**src/hw/core_pkg.sv**
```systemverilog
`default_nettype none

package core_pkg;

    localparam int xlen_default = 32;
    localparam int alen_default = 32;

    // Instruction bits 6 to 2
    typedef enum logic [4:0] {
        OP     = 5'b01100,
        OP_IMM = 5'b00100,
        LUI    = 5'b01101,
        AUIPC  = 5'b00101,
        JAL    = 5'b11011,
        JALR   = 5'b11001,
        BRANCH = 5'b11000
    } opcode_t;

    localparam logic [2:0] F3_BEQ  = 3'b000;
    localparam logic [2:0] F3_BNE  = 3'b001;
    localparam logic [2:0] F3_BLT  = 3'b100;
    localparam logic [2:0] F3_BGE  = 3'b101;
    localparam logic [2:0] F3_BLTU = 3'b110;
    localparam logic [2:0] F3_BGEU = 3'b111;

    localparam logic [2:0] F3_ADD  = 3'b000;  // Also SUB
    localparam logic [2:0] F3_SLL  = 3'b001;
    localparam logic [2:0] F3_SLT  = 3'b010;
    localparam logic [2:0] F3_SLTU = 3'b011;
    localparam logic [2:0] F3_XOR  = 3'b100;
    localparam logic [2:0] F3_SR   = 3'b101;  // SRL or SRA
    localparam logic [2:0] F3_OR   = 3'b110;
    localparam logic [2:0] F3_AND  = 3'b111;

    typedef enum logic [3:0] {
        EXC_INSTR_ADDR_MISALIGNED = 4'd0,
        EXC_ILLEGAL_INSTR         = 4'd2
    } trap_cause_t;

    typedef enum logic [3:0] {
        ALU_ADD, ALU_SUB, ALU_SLL, ALU_SLT, ALU_SLTU, ALU_XOR, ALU_SRL,
        ALU_SRA, ALU_OR, ALU_AND, ALU_LUI, ALU_AUIPC,
        ALU_ILLEGAL  // Opcode outside both units
    } alu_op_t;

endpackage

`default_nettype wire

```
**src/hw/issue_if.sv**
```systemverilog
`timescale 1ns/1ps
`default_nettype none

interface issue_if import core_pkg::*; #(
    parameter int XLEN = xlen_default,
    parameter int ALEN = alen_default
) ();
    logic            valid_raw;
    logic            valid;  // Dropped while redirect is high
    logic            is_branch;
    logic            is_alu;
    opcode_t         opcode;
    logic [2:0]      funct3;
    logic            funct7b5;
    logic [4:0]      rd;
    logic [XLEN-1:0] rs1_data;
    logic [XLEN-1:0] rs2_data;
    logic [XLEN-1:0] i_imm;
    logic [XLEN-1:0] b_imm;
    logic [XLEN-1:0] j_imm;
    logic [XLEN-1:0] u_imm;
    logic [ALEN-1:0] addr;
    logic [ALEN-1:0] next_addr;
    alu_op_t         alu_op;

    modport decoder (output valid_raw, valid, is_branch, is_alu, opcode, funct3, funct7b5, rd,
                     rs1_data, rs2_data, i_imm, b_imm, j_imm, u_imm, addr, next_addr, alu_op);
    modport alu (input valid, is_alu, opcode, funct3, funct7b5, rd, rs1_data, rs2_data, i_imm,
                 u_imm, addr, alu_op);
    modport branch (input valid_raw, valid, is_branch, opcode, funct3, rd, rs1_data, rs2_data,
                    i_imm, b_imm, j_imm, addr, next_addr);
endinterface

`default_nettype wire

```
**src/hw/instr_decode.sv**
```systemverilog
`timescale 1ns/1ps
`default_nettype none

module instr_decode import core_pkg::*; #(
    parameter int XLEN = xlen_default,
    parameter int ALEN = alen_default
) (
    input  wire [31:0]     instr,
    input  wire [ALEN-1:0] instr_addr,
    input  wire            instr_valid,
    input  wire [XLEN-1:0] rs1_data,
    input  wire [XLEN-1:0] rs2_data,
    input  wire            redirect,
    issue_if.decoder       iss
);

    opcode_t    opcode;
    logic [2:0] funct3;
    logic       funct7b5;
    logic       is_branch;
    alu_op_t    reg_op;
    alu_op_t    alu_op;

    assign opcode   = opcode_t'(instr[6:2]);
    assign funct3   = instr[14:12];
    assign funct7b5 = instr[30];

    assign is_branch = opcode inside {JAL, JALR, BRANCH};

    assign iss.valid_raw = instr_valid;
    assign iss.valid     = instr_valid && !redirect;  // Wrong-path instr never issues
    assign iss.is_branch = is_branch;
    assign iss.is_alu    = !is_branch;  // Unknown opcodes land here too
    assign iss.opcode    = opcode;
    assign iss.funct3    = funct3;
    assign iss.funct7b5  = funct7b5;
    assign iss.rd        = instr[11:7];
    assign iss.rs1_data  = rs1_data;
    assign iss.rs2_data  = rs2_data;

    assign iss.i_imm = XLEN'($signed(instr[31:20]));
    assign iss.b_imm = XLEN'($signed({instr[31], instr[7], instr[30:25], instr[11:8], 1'b0}));
    assign iss.j_imm = XLEN'($signed({instr[31], instr[19:12], instr[20], instr[30:21], 1'b0}));
    assign iss.u_imm = XLEN'($signed({instr[31:12], 12'b0}));

    assign iss.addr      = instr_addr;
    assign iss.next_addr = instr_addr + ALEN'(4);
    assign iss.alu_op    = alu_op;

    // OP and OP-IMM share the funct3 map, bit 30 is an immediate bit for ADDI
    always_comb begin
        case (funct3)
            F3_ADD:  reg_op = (opcode == OP && funct7b5) ? ALU_SUB : ALU_ADD;
            F3_SLL:  reg_op = ALU_SLL;
            F3_SLT:  reg_op = ALU_SLT;
            F3_SLTU: reg_op = ALU_SLTU;
            F3_XOR:  reg_op = ALU_XOR;
            F3_SR:   reg_op = funct7b5 ? ALU_SRA : ALU_SRL;
            F3_OR:   reg_op = ALU_OR;
            F3_AND:  reg_op = ALU_AND;
        endcase
    end

    always_comb begin
        case (opcode)
            OP, OP_IMM:        alu_op = reg_op;
            LUI:               alu_op = ALU_LUI;
            AUIPC:             alu_op = ALU_AUIPC;
            JAL, JALR, BRANCH: alu_op = ALU_ADD;  // Ignored, branch unit owns these
            default:           alu_op = ALU_ILLEGAL;
        endcase
    end

endmodule

`default_nettype wire

```
**src/hw/exec_alu.sv**
```systemverilog
`timescale 1ns/1ps
`default_nettype none

module exec_alu import core_pkg::*; #(
    parameter int XLEN = xlen_default,
    parameter int ALEN = alen_default
) (
    input  wire             clk,
    input  wire             rst,
    issue_if.alu            iss,
    output logic            alu_valid,
    output logic [4:0]      alu_rd,
    output logic [XLEN-1:0] alu_result,
    output logic            alu_exception
);

    localparam int SHW = $clog2(XLEN);

    logic            issue;
    logic [XLEN-1:0] op_a;
    logic [XLEN-1:0] op_b;
    logic [SHW-1:0]  shamt;
    logic [ALEN-1:0] auipc_sum;
    logic [XLEN-1:0] result;
    logic            bad_funct7;
    logic            illegal;

    assign issue     = iss.valid && iss.is_alu;
    assign op_a      = iss.rs1_data;
    assign op_b      = (iss.opcode == OP) ? iss.rs2_data : iss.i_imm;
    assign shamt     = op_b[SHW-1:0];
    assign auipc_sum = iss.addr + ALEN'(iss.u_imm);

    always_comb begin
        case (iss.alu_op)
            ALU_ADD:   result = op_a + op_b;
            ALU_SUB:   result = op_a - op_b;
            ALU_SLL:   result = op_a << shamt;
            ALU_SLT:   result = XLEN'($signed(op_a) < $signed(op_b));
            ALU_SLTU:  result = XLEN'(op_a < op_b);
            ALU_XOR:   result = op_a ^ op_b;
            ALU_SRL:   result = op_a >> shamt;
            ALU_SRA:   result = $signed(op_a) >>> shamt;
            ALU_OR:    result = op_a | op_b;
            ALU_AND:   result = op_a & op_b;
            ALU_LUI:   result = iss.u_imm;
            ALU_AUIPC: result = XLEN'(auipc_sum);
            default:   result = '0;
        endcase
    end

    // Bit 30 may only select SUB, SRA or SRAI
    always_comb begin
        bad_funct7 = 1'b0;
        if (iss.opcode == OP) begin
            bad_funct7 = iss.funct7b5 && iss.funct3 != F3_ADD && iss.funct3 != F3_SR;
        end else if (iss.opcode == OP_IMM) begin
            bad_funct7 = iss.funct7b5 && iss.funct3 == F3_SLL;
        end
    end

    assign illegal = (iss.alu_op == ALU_ILLEGAL) || bad_funct7;

    always_ff @(posedge clk) begin
        if (rst) begin
            alu_valid <= 1'b0;
        end else begin
            alu_valid <= issue;
        end
    end

    always_ff @(posedge clk) begin
        if (issue) begin
            alu_rd        <= iss.rd;
            alu_result    <= result;
            alu_exception <= illegal;
        end
    end

endmodule

`default_nettype wire

```
**src/hw/exec_branch.sv**
```systemverilog
`timescale 1ns/1ps
`default_nettype none

module exec_branch import core_pkg::*; #(
    parameter int XLEN = xlen_default,
    parameter int ALEN = alen_default
) (
    input  wire             clk,
    input  wire             rst,
    issue_if.branch         iss,
    output logic            br_valid,
    output logic [4:0]      br_rd,
    output logic [XLEN-1:0] br_result,
    output logic            br_taken,
    output logic            br_exception,
    output trap_cause_t     br_trap_cause,
    output logic            redirect,
    output logic [ALEN-1:0] redirect_pc
);

    logic            issue;
    logic [ALEN-1:0] adder_a;
    logic [ALEN-1:0] adder_b;
    logic [ALEN-1:0] adder_sum;
    logic [ALEN-1:0] target;
    logic            illegal;
    logic            rs_equal;
    logic            rs_less;
    logic            rs_less_u;
    logic            cond;
    logic            taken;
    logic            last_cf;
    logic [ALEN-1:0] last_resolved;

    assign issue = iss.valid && iss.is_branch;

    // One shared target adder
    always_comb begin
        adder_a = iss.addr;
        adder_b = ALEN'(iss.b_imm);
        illegal = 1'b0;
        case (iss.opcode)
            JAL: begin
                adder_b = ALEN'(iss.j_imm);
            end
            JALR: begin
                adder_a = ALEN'(iss.rs1_data);
                adder_b = ALEN'(iss.i_imm);
                illegal = iss.funct3 != 3'b000;
            end
            BRANCH: begin
                illegal = iss.funct3 == 3'b010 || iss.funct3 == 3'b011;
            end
            default: begin
                illegal = 1'b0;
            end
        endcase
    end

    assign adder_sum = adder_a + adder_b;
    assign target    = (iss.opcode == JALR) ? {adder_sum[ALEN-1:1], 1'b0} : adder_sum;

    assign rs_equal  = iss.rs1_data == iss.rs2_data;
    assign rs_less   = $signed(iss.rs1_data) < $signed(iss.rs2_data);
    assign rs_less_u = iss.rs1_data < iss.rs2_data;

    always_comb begin
        case (iss.funct3)
            F3_BEQ:  cond = rs_equal;
            F3_BNE:  cond = !rs_equal;
            F3_BLT:  cond = rs_less;
            F3_BGE:  cond = !rs_less;
            F3_BLTU: cond = rs_less_u;
            F3_BGEU: cond = !rs_less_u;
            default: cond = 1'b0;
        endcase
    end

    assign taken = (iss.opcode == BRANCH) ? cond : 1'b1;  // Jumps always taken

    always_ff @(posedge clk) begin
        if (issue) begin
            br_rd     <= (iss.opcode == BRANCH) ? 5'd0 : iss.rd;  // Bits 11:7 are imm here
            br_result <= XLEN'(iss.next_addr);  // Link value, not the target
            if (illegal) begin
                br_exception  <= 1'b1;
                br_trap_cause <= EXC_ILLEGAL_INSTR;
            end else if (taken && target[0]) begin
                br_exception  <= 1'b1;
                br_trap_cause <= EXC_INSTR_ADDR_MISALIGNED;
            end else begin
                br_exception <= 1'b0;
            end
        end
    end

    always_ff @(posedge clk) begin
        if (rst) begin
            br_valid <= 1'b0;
            br_taken <= 1'b0;
            last_cf  <= 1'b0;
        end else begin
            br_valid <= issue;
            br_taken <= issue && taken;
            if (iss.valid) begin
                last_cf <= iss.is_branch;
            end
        end
    end

    // Where the next instruction must come from
    always_ff @(posedge clk) begin
        if (issue) begin
            last_resolved <= taken ? target : iss.next_addr;
        end
    end

    // A redirected instr leaves the state alone, so the resend compares the same way
    assign redirect    = iss.valid_raw && last_cf && iss.addr != last_resolved;
    assign redirect_pc = last_resolved;

endmodule

`default_nettype wire

```
**src/hw/exec_commit.sv**
```systemverilog
`timescale 1ns/1ps
`default_nettype none

module exec_commit import core_pkg::*; #(
    parameter int XLEN = xlen_default
) (
    input  wire             alu_valid,
    input  wire [4:0]       alu_rd,
    input  wire [XLEN-1:0]  alu_result,
    input  wire             alu_exception,
    input  wire             br_valid,
    input  wire [4:0]       br_rd,
    input  wire [XLEN-1:0]  br_result,
    input  wire             br_taken,
    input  wire             br_exception,
    input  wire [3:0]       br_trap_cause,
    output logic            out_valid,
    output logic            rd_we,
    output logic [4:0]      rd,
    output logic [XLEN-1:0] rd_data,
    output logic            exception,
    output logic [3:0]      trap_cause,
    output logic            branch_taken
);

    // Only one instr in flight, so at most one unit is valid
    always_comb begin
        if (br_valid) begin
            rd         = br_rd;
            rd_data    = br_result;
            exception  = br_exception;
            trap_cause = br_trap_cause;
        end else begin
            rd         = alu_rd;
            rd_data    = alu_result;
            exception  = alu_valid && alu_exception;
            trap_cause = EXC_ILLEGAL_INSTR;  // Only fault the ALU raises
        end
    end

    assign out_valid    = alu_valid || br_valid;
    assign branch_taken = br_valid && br_taken;
    assign rd_we        = out_valid && !exception && rd != 5'd0;  // x0 never written

endmodule

`default_nettype wire

```
**src/hw/exec_stage.sv**
```systemverilog
`timescale 1ns/1ps
`default_nettype none

module exec_stage import core_pkg::*; #(
    parameter int XLEN = xlen_default,
    parameter int ALEN = alen_default
) (
    input  wire             clk,
    input  wire             rst,
    input  wire             instr_valid,
    input  wire [31:0]      instr,
    input  wire [ALEN-1:0]  instr_addr,
    input  wire [XLEN-1:0]  rs1_data,
    input  wire [XLEN-1:0]  rs2_data,
    output logic            out_valid,
    output logic            rd_we,
    output logic [4:0]      rd,
    output logic [XLEN-1:0] rd_data,
    output logic            exception,
    output logic [3:0]      trap_cause,
    output logic            branch_taken,
    output logic            redirect,
    output logic [ALEN-1:0] redirect_pc
);

    logic            alu_valid;
    logic [4:0]      alu_rd;
    logic [XLEN-1:0] alu_result;
    logic            alu_exception;
    logic            br_valid;
    logic [4:0]      br_rd;
    logic [XLEN-1:0] br_result;
    logic            br_taken;
    logic            br_exception;
    logic [3:0]      br_trap_cause;

    issue_if #(.XLEN(XLEN), .ALEN(ALEN)) iss ();

    instr_decode #(.XLEN(XLEN), .ALEN(ALEN)) i_instr_decode (
        .instr       (instr),
        .instr_addr  (instr_addr),
        .instr_valid (instr_valid),
        .rs1_data    (rs1_data),
        .rs2_data    (rs2_data),
        .redirect    (redirect),
        .iss         (iss.decoder)
    );

    exec_alu #(.XLEN(XLEN), .ALEN(ALEN)) i_exec_alu (
        .clk           (clk),
        .rst           (rst),
        .iss           (iss.alu),
        .alu_valid     (alu_valid),
        .alu_rd        (alu_rd),
        .alu_result    (alu_result),
        .alu_exception (alu_exception)
    );

    exec_branch #(.XLEN(XLEN), .ALEN(ALEN)) i_exec_branch (
        .clk           (clk),
        .rst           (rst),
        .iss           (iss.branch),
        .br_valid      (br_valid),
        .br_rd         (br_rd),
        .br_result     (br_result),
        .br_taken      (br_taken),
        .br_exception  (br_exception),
        .br_trap_cause (br_trap_cause),
        .redirect      (redirect),
        .redirect_pc   (redirect_pc)
    );

    exec_commit #(.XLEN(XLEN)) i_exec_commit (
        .alu_valid     (alu_valid),
        .alu_rd        (alu_rd),
        .alu_result    (alu_result),
        .alu_exception (alu_exception),
        .br_valid      (br_valid),
        .br_rd         (br_rd),
        .br_result     (br_result),
        .br_taken      (br_taken),
        .br_exception  (br_exception),
        .br_trap_cause (br_trap_cause),
        .out_valid     (out_valid),
        .rd_we         (rd_we),
        .rd            (rd),
        .rd_data       (rd_data),
        .exception     (exception),
        .trap_cause    (trap_cause),
        .branch_taken  (branch_taken)
    );

endmodule

`default_nettype wire

```
**config.mk**
```make
export PLATFORM = sky130hd
export DESIGN_NAME = exec_stage
export DESIGN_NICKNAME = d
export VERILOG_FILES = /design/src/hw/core_pkg.sv /design/src/hw/issue_if.sv /design/src/hw/instr_decode.sv /design/src/hw/exec_alu.sv /design/src/hw/exec_branch.sv /design/src/hw/exec_commit.sv /design/src/hw/exec_stage.sv
export SDC_FILE = /design/constraint.sdc
export NUM_CORES = 1
export LEC_CHECK = 0
export ABC_AREA = 1
export ABC_CLOCK_PERIOD_IN_PS = 3420
export BUFFER_PORTS_ARGS = -buffer_cell sky130_fd_sc_hd__buf_2
export CELL_PAD_IN_SITES_DETAIL_PLACEMENT = 1
export CELL_PAD_IN_SITES_GLOBAL_PLACEMENT = 1
export CORE_MARGIN = 2
export CORE_UTILIZATION = 30
export CTS_BUF_LIST = sky130_fd_sc_hd__clkbuf_16
export DETAILED_ROUTE_END_ITERATION = 6
export PLACE_DENSITY = 0.75
export SETUP_SLACK_MARGIN = 0.02
export SYNTH_ARGS = -nofsm -noshare
export SYNTH_HDL_FRONTEND = slang
export SYNTH_SLANG_ARGS = --single-unit
```
**constraint.sdc**
```tcl
create_clock -name clk -period 3.42 [get_ports clk]
set_clock_uncertainty 0.1 [all_clocks]
set_input_delay 0 -clock clk [delete_from_list [all_inputs] [get_ports clk]]
set_output_delay 0 -clock clk [all_outputs]
set_load 0.1 [all_outputs]
```
Word level (Yosys, flattened, before mapping):

Index checks and enable logic that the tools add are counted.

* $add $sub $neg: 5
* shifts and indexed selects: 3
* bitwise logic cells: 3
* order comparisons: 4
* reduce and logical (&&, ||, !) cells: 33
* eq/ne operators: 29
* muxes and demuxes: 21

Operators with widths (count)
* 32-bit one-hot mux with 12 select lines: 1
* 32-bit < comparator: 4
* 32-bit 2-to-1 mux: 4
* 32-bit adder: 3
* 20-bit one-hot mux with 2 select lines: 1
* 32-bit by 3-bit adder with 32-bit output (second input constant): 1
* 32-bit AND: 1
* 32-bit == test: 1
* 32-bit inequality test: 1
* 32-bit bitwise OR: 1
* 4-bit one-hot mux with 8 select lines: 1
* 32-bit by 5-bit << shifter with 32-bit output: 1
* 32-bit by 5-bit right shift with 32-bit output: 1
* 32-bit by 5-bit >>> shifter with 32-bit output: 1
* 32-bit subtractor: 1
* 32-bit bitwise XOR: 1
* 4-bit == test (second input constant): 5
* 4-bit by 3-bit == test with 1-bit output (second input constant): 4
* 4-bit one-hot mux with 4 select lines: 1
* 5-bit == test (second input constant): 3
* 1-bit logical AND: 15
* 3-bit == test (second input constant): 4
* 5-bit by 3-bit == test with 1-bit output (second input constant): 2
* 5-bit by 4-bit == test with 1-bit output (second input constant): 2
* other kinds (20): 38

* input bits: 131
* word-level logic and storage cells: 110
* register bits: 113
* output and inout bits: 78

Longest topological paths before layout:

Gate-level depths: netlist (run 1).

* word-level depth: 7
* mapped depth: 25
* mapped depth without buffers: 22

Hierarchy:

From an unflattened synthesis (run 1), not the netlist that was laid out.

* cell total of the unflattened synthesis: 4004
* area total of the unflattened synthesis: 23563.8 µm²

By module, submodules not included
* exec_alu: sequential area each 1161.1 µm², area an instance 13442.9 µm², times used 1, cells an instance 2498
* exec_branch: sequential area each 2192.1 µm², area an instance 6690.2 µm², times used 1, cells an instance 898
* instr_decode: sequential area each 0.0 µm², area an instance 2801.4 µm², times used 1, cells an instance 458
* exec_commit: sequential area each 0.0 µm², area an instance 629.4 µm², times used 1, cells an instance 150

Worst setup path before layout (run 1):

OpenSTA, ideal clock, no wires.

* path kind: flip-flop to output port
* start: register i_exec_branch.br_valid
* end: output rd_we
* stages on the path, launching flop included: 7
* required time: 3.320 ns
* setup slack: -0.413 ns
* path buffers: 1
* arrival time: 3.733 ns
* cells stage by stage: dfxtp_1 -> inv_1 -> clkbuf_1 -> nand2_1 -> nand2_1 -> nor4_1 -> a211oi_1

* elaborated cells between the ends (all ways): 7
* classes of those cells: 2 x mux; 5 x reduce/logical

RTL lines
* from (decl): RTL line exec_branch.sv:11 `output logic br_valid,`
* from (signal assigned): RTL line exec_branch.sv:103 `br_valid <= issue;`
* 5-bit 2-to-1 mux: RTL line exec_commit.sv:28 `if (br_valid) begin`
* via rd[3]: RTL line exec_stage.sv:17 `output logic [4:0] rd,`
* 5-bit nonzero test: RTL line exec_commit.sv:43 `assign rd_we = out_valid && !exception && rd != 5'd0;`
* 1-bit logical AND: RTL line exec_commit.sv:43
* to (decl): RTL line exec_stage.sv:16 `output logic rd_we,`

The timed path passes the listed nets, and every way through them passes these cells.

Final worst setup path (run 1):

* start: input instr[4]
* end: register i_exec_branch.last_resolved[31] (netlist: i_exec_branch.redirect_pc[31]), data pin

* longest elaborated chain between the ends: 4
* elaborated cells between the ends (all ways): 8
* classes of those cells: 1 x add/sub; 3 x eq/ne; 4 x mux

Ends and longest elaborated chain
* from (decl): RTL line exec_stage.sv:11 `input wire [31:0] instr,`
* 5-bit == test: RTL line exec_branch.sv:42 `case (iss.opcode)`
* 20-bit one-hot mux with 2 select lines / 32-bit 2-to-1 mux (equally long branches): RTL line exec_branch.sv:42
* 32-bit adder: RTL line exec_branch.sv:60 `assign adder_sum = adder_a + adder_b;`
* 32-bit 2-to-1 mux *: RTL line exec_branch.sv:114 `last_resolved <= taken ? target : iss.next_addr;`
* to (signal assigned): RTL line exec_branch.sv:114
* to (decl): RTL line exec_branch.sv:33 `logic [ALEN-1:0] last_resolved;`

Mark *: on every way between the ends. The rest lies on a longest branch, timed or not.
A chain may end at the register's enable or synchronous reset.

==> flow_metrics.env, run 1 <==
export IMPL_grt_overflow=0
export IMPL_ant_nets=0
export IMPL_synth_ff_type="edfxtp_1"
export IMPL_wl_um=132000
export IMPL_hp_start="instr_addr[20]"
export IMPL_netSwitchingFraction_pct=47.8
export IMPL_p_comb_share_pct=55.1
export IMPL_port_buffers=203
export IMPL_clock_latency_ps=460
export IMPL_die_area_um2=68900
export IMPL_synth_distinct_cells=60
export IMPL_crit_chain="buf_2, buf_4, inv_1, nand3_1, nor2_1, inv_1, nor2_2, inv_1, buf_4, o22ai_2, a21oi_1, ha_1, nand2_1, nor2_1, o21ai_0, o211ai_1, nand2_1, nand3_1, a21oi_1, buf_4, xor2_1, o21ai_0"
export IMPL_cellInternalPower_uw=4210
export IMPL_ir_worst_vdd_mv=0.402
export IMPL_drt_iter0_drc=3227
export IMPL_antenna_found_initial=5
export IMPL_cts_buffer_depth=2
export IMPL_switchingPower_uw=3860
export IMPL_max_freq_mhz=312
export IMPL_timing_final_crit_share_pct=93.8
export IMPL_synth_area_leaders="nand2_1, edfxtp_1, ha_1, nand3_1, inv_1"
export IMPL_drive_gt1_share_pct=19.7
export IMPL_synth_edf_count=109
export IMPL_yosys_area_top_type="nand2_1"
export IMPL_rsz0062_at_grt="false"
export IMPL_rr_startpoint="i_exec_branch.redirect_pc[0]$_DFFE_PP_"
export IMPL_num_rows=94
export IMPL_layout_nets=4288
export IMPL_path_buf_inv=7
export IMPL_root_buffer="clkbuf_16"
export IMPL_area_delta_synth_final_pct=30.4
export IMPL_grt_max_degree=57
export IMPL_multi_input_area_um2=14500
export IMPL_drcViolationCount=0
export IMPL_io_pins=209
export IMPL_wire_per_inst_um=27.3
export IMPL_period_needed_ps=3210
export IMPL_synth_top_area_share_pct=18.3
export IMPL_dr_pass1_iters=6
export IMPL_worstSetupPathType="input pin to flip-flop"
export IMPL_critPathMaxFanout=8
export IMPL_post_cts_buffers=0
export IMPL_slowest_delay_ps=360
export IMPL_tns_ps=0
export IMPL_cp_required_ps=3500
export IMPL_slew_violations=0
export IMPL_core_area_um2=66000
export IMPL_hold_viol=0
export IMPL_cts_tree="done"
export IMPL_postSynthCellCount=3376
export IMPL_finalSetupViolCount=0
export IMPL_gp_congestion=1.09
export IMPL_die_x_um=263
export IMPL_n_fill_cell=8969
export IMPL_worst_slew_pin_slew_ps=1210
export IMPL_htree_num_levels=4
export IMPL_clk_pin_slew_ps=60
export IMPL_synth_seq_area_share_pct=16.7
export IMPL_hpwl_um=114000
export IMPL_fin_util_pct=39.6
export IMPL_syn_area_per_cell_um2=5.94
export IMPL_start_util_pct=30.4
export IMPL_end_kind="flip-flop"
export IMPL_slowest_stage="ha_1"
export IMPL_num_vias=27730
export IMPL_synth_seq_cells=113
export IMPL_clock_sinks=113
export IMPL_grtUsageTotal_pct=37.1
export IMPL_grt_pass1_wl_um=187000
export IMPL_power_leakage_uw=0.0132
export IMPL_regArea_um2=3350
export IMPL_viasPerCell=5.72
export IMPL_critical_path_top_delay_family="simple AND/OR/NAND/NOR gates"
export IMPL_power_frac_clock_pct=24.2
export IMPL_powerDensity_nw_per_um2=309
export IMPL_hold_class="input pin to flip-flop"
export IMPL_die_h_um=263
export IMPL_drv_cap=0
export IMPL_ys_warn_count=0
export IMPL_relSlewSlack_pct=19.4
export IMPL_cp_data_arrival_time_ps=3290
export IMPL_start_kind="input pin"
export IMPL_outcome="completed"
export IMPL_cts_buffers=17
export IMPL_crit_start="instr[4]"
export IMPL_worst_r2r_setup_slack_ps=550
export IMPL_seqPwrFrac_pct=20.7
export IMPL_grt_pass1_vias=26922
export IMPL_synthesis_area_um2=20100
export IMPL_synthArstFlopShare_pct=0
[cells in the final DEF, fill, tap and decap left out, types with 12 or more instances in the layout]
cell type      count
o22ai_1           24
a21oi_1          206
clkbuf_16         17
inv_2             17
buf_2            203
dlygate4sd3_1     27
a31oi_1           15
o21ai_1           30
nand2_2           12
nand2_1          977
xnor2_1           41
buf_12            18
nor2_1           264
edfxtp_1         109
o21ai_0          216
or2_2             12
xor2_1            53
nor3_1            46
inv_1            384
nand4_1           55
buf_4            447
ha_1             187
o211ai_1          23
nand3_1          434
[kinds of logic (layout without fill, tap and decap cells)]
logic type,after synthesis,after routing,share of synthesized area [%]
xor gates and xnor gates,94,94,4.11
adders and majority gates,190,190,12.0
buffers and inverters,536,1138,11.0
other,1,7,0.0187
DFF,113,113,16.7
AOI/OAI and AO/OA,578,578,16.0
and+or+nand+nor,1864,1864,40.2
[sequential cells by signal, summed over array words and instances, names as in the netlist, 5 cells and up]
name and flops:
i_exec_branch.redirect_pc 32, i_exec_alu.alu_rd 5, i_exec_branch.br_result 32, i_exec_branch.br_rd 5, i_exec_alu.alu_result 32
[worst paths after layout]
path | depth (start not counted) | to
hold reg to reg | 4 | i_exec_branch.last_cf$_SDFFE_PP0P_
hold / removal | 3 | i_exec_branch.br_result[20]$_DFFE_PP_
setup / recovery | 22 | i_exec_branch.redirect_pc[31]$_DFFE_PP_
setup reg to reg | 8 | i_exec_branch.br_result[0]$_DFFE_PP_
[power groups by stage]
stage	clock network [uW]	logic [uW]	registers, uW
global route	1990	4700	1670
floorplan	0	2270	1730
CTS	1940	4320	1670
global placement	0	4230	1690
detailed placement	0	4280	1690
finish	1950	4450	1670
[worst reg2reg max path: cells and delay by family, from the launching register on]
kind | cells | cell delay [ps]
simple gates | 5 | 990
xor+xnor | 1 | 400
buf+inv | 2 | 650
flops | 1 | 430
[synth_stat cells, types with 23 or more instances]
cell,number
a21oi_1,207
nand3_1,434
nor2_1,266
buf_2,38
ha_1,187
nand4_1,55
nor3_1,46
o21ai_0,220
xor2_1,53
nand2_1,980
o22ai_1,25
inv_1,386
o211ai_1,23
o21ai_1,27
clkbuf_1,49
xnor2_1,41
edfxtp_1,109
[layout make-up]
class	instances	share of cell area (%)
multi-input combinational	2729	55.6
timing repair buffer	695	19.1
sequential	113	12.8
inverter	411	5.97
tap	864	4.13
clock buffer	17	1.63
clock inverter	15	0.708
antenna	4	0.0383
[layer usage]
| metal | global-route usage, % | wire length [um] | vias to the layer above |
|---|---|---|---|
| met5 | 0 | 9 | - |
| met4 | 18.3 | 7370 | 2 |
| met3 | 8.57 | 14900 | 293 |
| met2 | 55.4 | 55200 | 1640 |
| met1 | 49.9 | 54900 | 13359 |
| li1 | - | - | 12436 |
[repair_timing]
item | CTS | global route
endpoints found under the hold margin | 36 | 0
setup endpoints to repair | 0 | 19
resized for setup | 0 | 10
hold buffers | 27 | 0
[per-stage QoR]
stage / std cells / hold WS (ps) / instance area [um2] / power [uW] / setup WS (ps)
detailed placement: 4785 / 98.8 / 25200 / 5970 / -306
global route: 4844 / 54.4 / 26100 / 8360 / 35.3
CTS: 4844 / 19.8 / 26100 / 7920 / 161
global placement: 4785 / 101 / 25200 / 5920 / -227
floorplan: 3378 / -27.6 / 20100 / 4000 / 224
finish: 4848 / 33.9 / 26200 / 8070 / 211
Power figures use the tool's default switching activity.
==> run 2: changes to the inputs <==
- BUFFER_PORTS_ARGS: -buffer_cell sky130_fd_sc_hd__buf_2 -> unset
- DONT_BUFFER_PORTS: unset -> 1
- PLACE_DENSITY: 0.75 -> 0.71
==> run 2 against run 1 <==
  * Global-route usage grew 0.13 points
  * Total power shrank 6.9%
  * Via count shrank 2.7%
  * Final cell count shrank 5.3%
  * First-iteration DRC count grew 7.0%
  * Worst setup slack gained 46 ps
  * Critical path type unchanged
  * Critical endpoint is now i_exec_alu.alu_result[30]$_DFFE_PP_
  * Critical path depth shrank 7
  * Register-to-register slack lost 110 ps
==> flow_metrics.env, run 2 (synthesis gave the netlist of run 1 again) <==
export IMPL_drcViolationCount=0
export IMPL_crit_top_cell="nand2_1"
export IMPL_port_buffers=0
export IMPL_grtUsageTotal_pct=37.2
export IMPL_clk_pin_slew_ps=60
export IMPL_drt_iter0_drc=3454
export IMPL_crit_chain="nand2_1, clkinv_2, nand3_4, buf_4, o21ai_0, ha_1, buf_4, nand2_1, o21ai_0, a21oi_1, o211a_1, a21oi_1, nor2_1, nor2_1, nand2_1"
export IMPL_rr_startpoint="i_exec_branch.redirect_pc[4]$_DFFE_PP_"
export IMPL_drive_gt1_share_pct=13.3
export IMPL_power_frac_clock_pct=23.4
export IMPL_period_needed_ps=3160
export IMPL_slowest_stage="o21ai_0"
export IMPL_preCtsSetupSlack_ps=-25.1
export IMPL_fin_util_pct=37.5
export IMPL_viasPerCell=5.88
export IMPL_finalSetupViolCount=0
export IMPL_num_vias=26990
export IMPL_hold_viol=0
export IMPL_start_util_pct=30.4
export IMPL_layout_nets=4035
export IMPL_antenna_found_initial=5
export IMPL_power_leakage_uw=0.0120
export IMPL_p_comb_share_pct=54.3
export IMPL_num_rows=94
export IMPL_htree_num_levels=4
export IMPL_worstHoldPathCells=3
export IMPL_area_delta_synth_final_pct=23.4
export IMPL_rsz0062_at_grt="false"
export IMPL_cellInternalPower_uw=3890
export IMPL_start_kind="input pin"
export IMPL_hold_class="input pin to flip-flop"
export IMPL_relSlewSlack_pct=21.3
export IMPL_max_freq_mhz=316
export IMPL_worst_r2r_setup_slack_ps=440
export IMPL_wire_per_inst_um=28.8
export IMPL_r2r_worst_path_cells=8
export IMPL_ant_nets=0
export IMPL_final_cells=4593
export IMPL_die_x_um=263
export IMPL_io_pins=209
export IMPL_ir_worst_vdd_mv=0.356
export IMPL_finalPower_uw=7520
export IMPL_cts_buffer_depth=2
export IMPL_wl_um=132000
export IMPL_drv_cap=0
export IMPL_cp_required_ps=3550
export IMPL_grt_pass1_wl_um=187000
export IMPL_timing_final_crit_share_pct=92.5
export IMPL_grt_max_degree=72
export IMPL_die_h_um=263
export IMPL_crit_start="instr[4]"
export IMPL_switchingPower_uw=3630
export IMPL_cts_buffers=17
export IMPL_hold_end="i_exec_branch.br_result[8]$_DFFE_PP_"
export IMPL_rr_endpoint="i_exec_branch.br_result[30]$_DFFE_PP_"
export IMPL_critPathMaxFanout=21
export IMPL_layout_common_cells="nand2_1, nand3_1, inv_1"
export IMPL_hp_start="instr_addr[8]"
export IMPL_slew_violations=0
export IMPL_mostFrequentLayoutCell="nand2_1"
export IMPL_clock_latency_ps=480
export IMPL_cts_tree="done"
export IMPL_clock_sinks=113
export IMPL_post_cts_resized=0
export IMPL_core_area_um2=66000
export IMPL_postCtsHoldBufs=58
export IMPL_worst_slew_pin_slew_ps=1170
export IMPL_end_kind="flip-flop"
export IMPL_hpwl_um=111000
export IMPL_die_area_um2=68900
export IMPL_outcome="completed"
export IMPL_post_cts_buffers=0
export IMPL_powerDensity_nw_per_um2=304
export IMPL_dp_cells=4501
export IMPL_worstSetupPathType="input pin to flip-flop"
export IMPL_grt_overflow=0
export IMPL_gp_congestion=1.09
export IMPL_cp_data_arrival_time_ps=3290
export IMPL_dr_pass1_iters=7
export IMPL_slowest_delay_ps=600
export IMPL_seqPwrFrac_pct=22.3
export IMPL_grt_pass1_vias=26220
export IMPL_setup_slack_ps=257
export IMPL_netSwitchingFraction_pct=48.2
export IMPL_n_fill_cell=8773
export IMPL_root_buffer="clkbuf_16"
-- run 2: cell count changes in the layout (fill, tap and decap cells not counted), sizes merged --
| cell | delta |
|---|---|
| buf | -284 |
| dlygate4sd3 | +31 |
| clkinvlp | +3 |
| bufinv | -2 |
| clkinv | -2 |
| diode | -2 |
| inv | +1 |
-- run 2: metrics by stage --
step                      cell area (um2)  hold slack, ps  TNS, ps
final                               24700            28.7        0
after global routing                24700            31.3        0
after detailed placement            23600           -19.9    -64.5
after CTS                           24700            4.55        0
after floorplan                     20100           -27.6        0
after global placement              23600           -26.4        0
-- run 2: worst max-delay path by stage --
stage,end,slack (ps),depth (start not counted)
floorplan,i_exec_branch.br_exception$_SDFFCE_PP1P_,220,7
global placement,i_exec_alu.alu_result[30]$_DFFE_PP_,20,15
detailed placement,i_exec_alu.alu_result[30]$_DFFE_PP_,-30,15
CTS,i_exec_branch.br_result[24]$_DFFE_PP_,440,11
global route,i_exec_alu.alu_result[30]$_DFFE_PP_,90,15
finish,i_exec_alu.alu_result[30]$_DFFE_PP_,260,15
-- run 2: worst max-delay path: cells and delay by family --
family | cells | cell delay (ps)
buf+inv | 3 | 530
simple gates | 6 | 470
compound gates | 5 | 1820
fa+ha+maj | 1 | 440
-- run 2: routing by layer --
layer  part of all wire, %  vias to the layer above  track usage, %
met5                 0.030                        -               0
met4                   6.0                        6            20.0
met3                    12                      318            9.17
met2                    41                     1687            54.3
met1                    41                    13056            50.2
li1                      -                    11923               -
-- run 2: final cells by class --
cell class / count / area (um2) / share of cell area (%)
timing repair buffer: 442 / 3660 / 14.8
inverter: 411 / 1560 / 6.30
tap: 864 / 1080 / 4.37
antenna: 2 / 5.00 / 0.0202
sequential: 113 / 3350 / 13.6
clock inverter: 15 / 121 / 0.491
clock buffer: 17 / 425 / 1.72
multi-input combinational: 2729 / 14500 / 58.7
-- run 2: power groups by stage --
stage	clock, uW	sequential (uW)	combinational (uW)
floorplan	0	1730	2270
global placement	0	1700	3820
detailed placement	0	1700	3860
CTS	1760	1670	3950
global route	1810	1670	4330
finish	1760	1680	4080
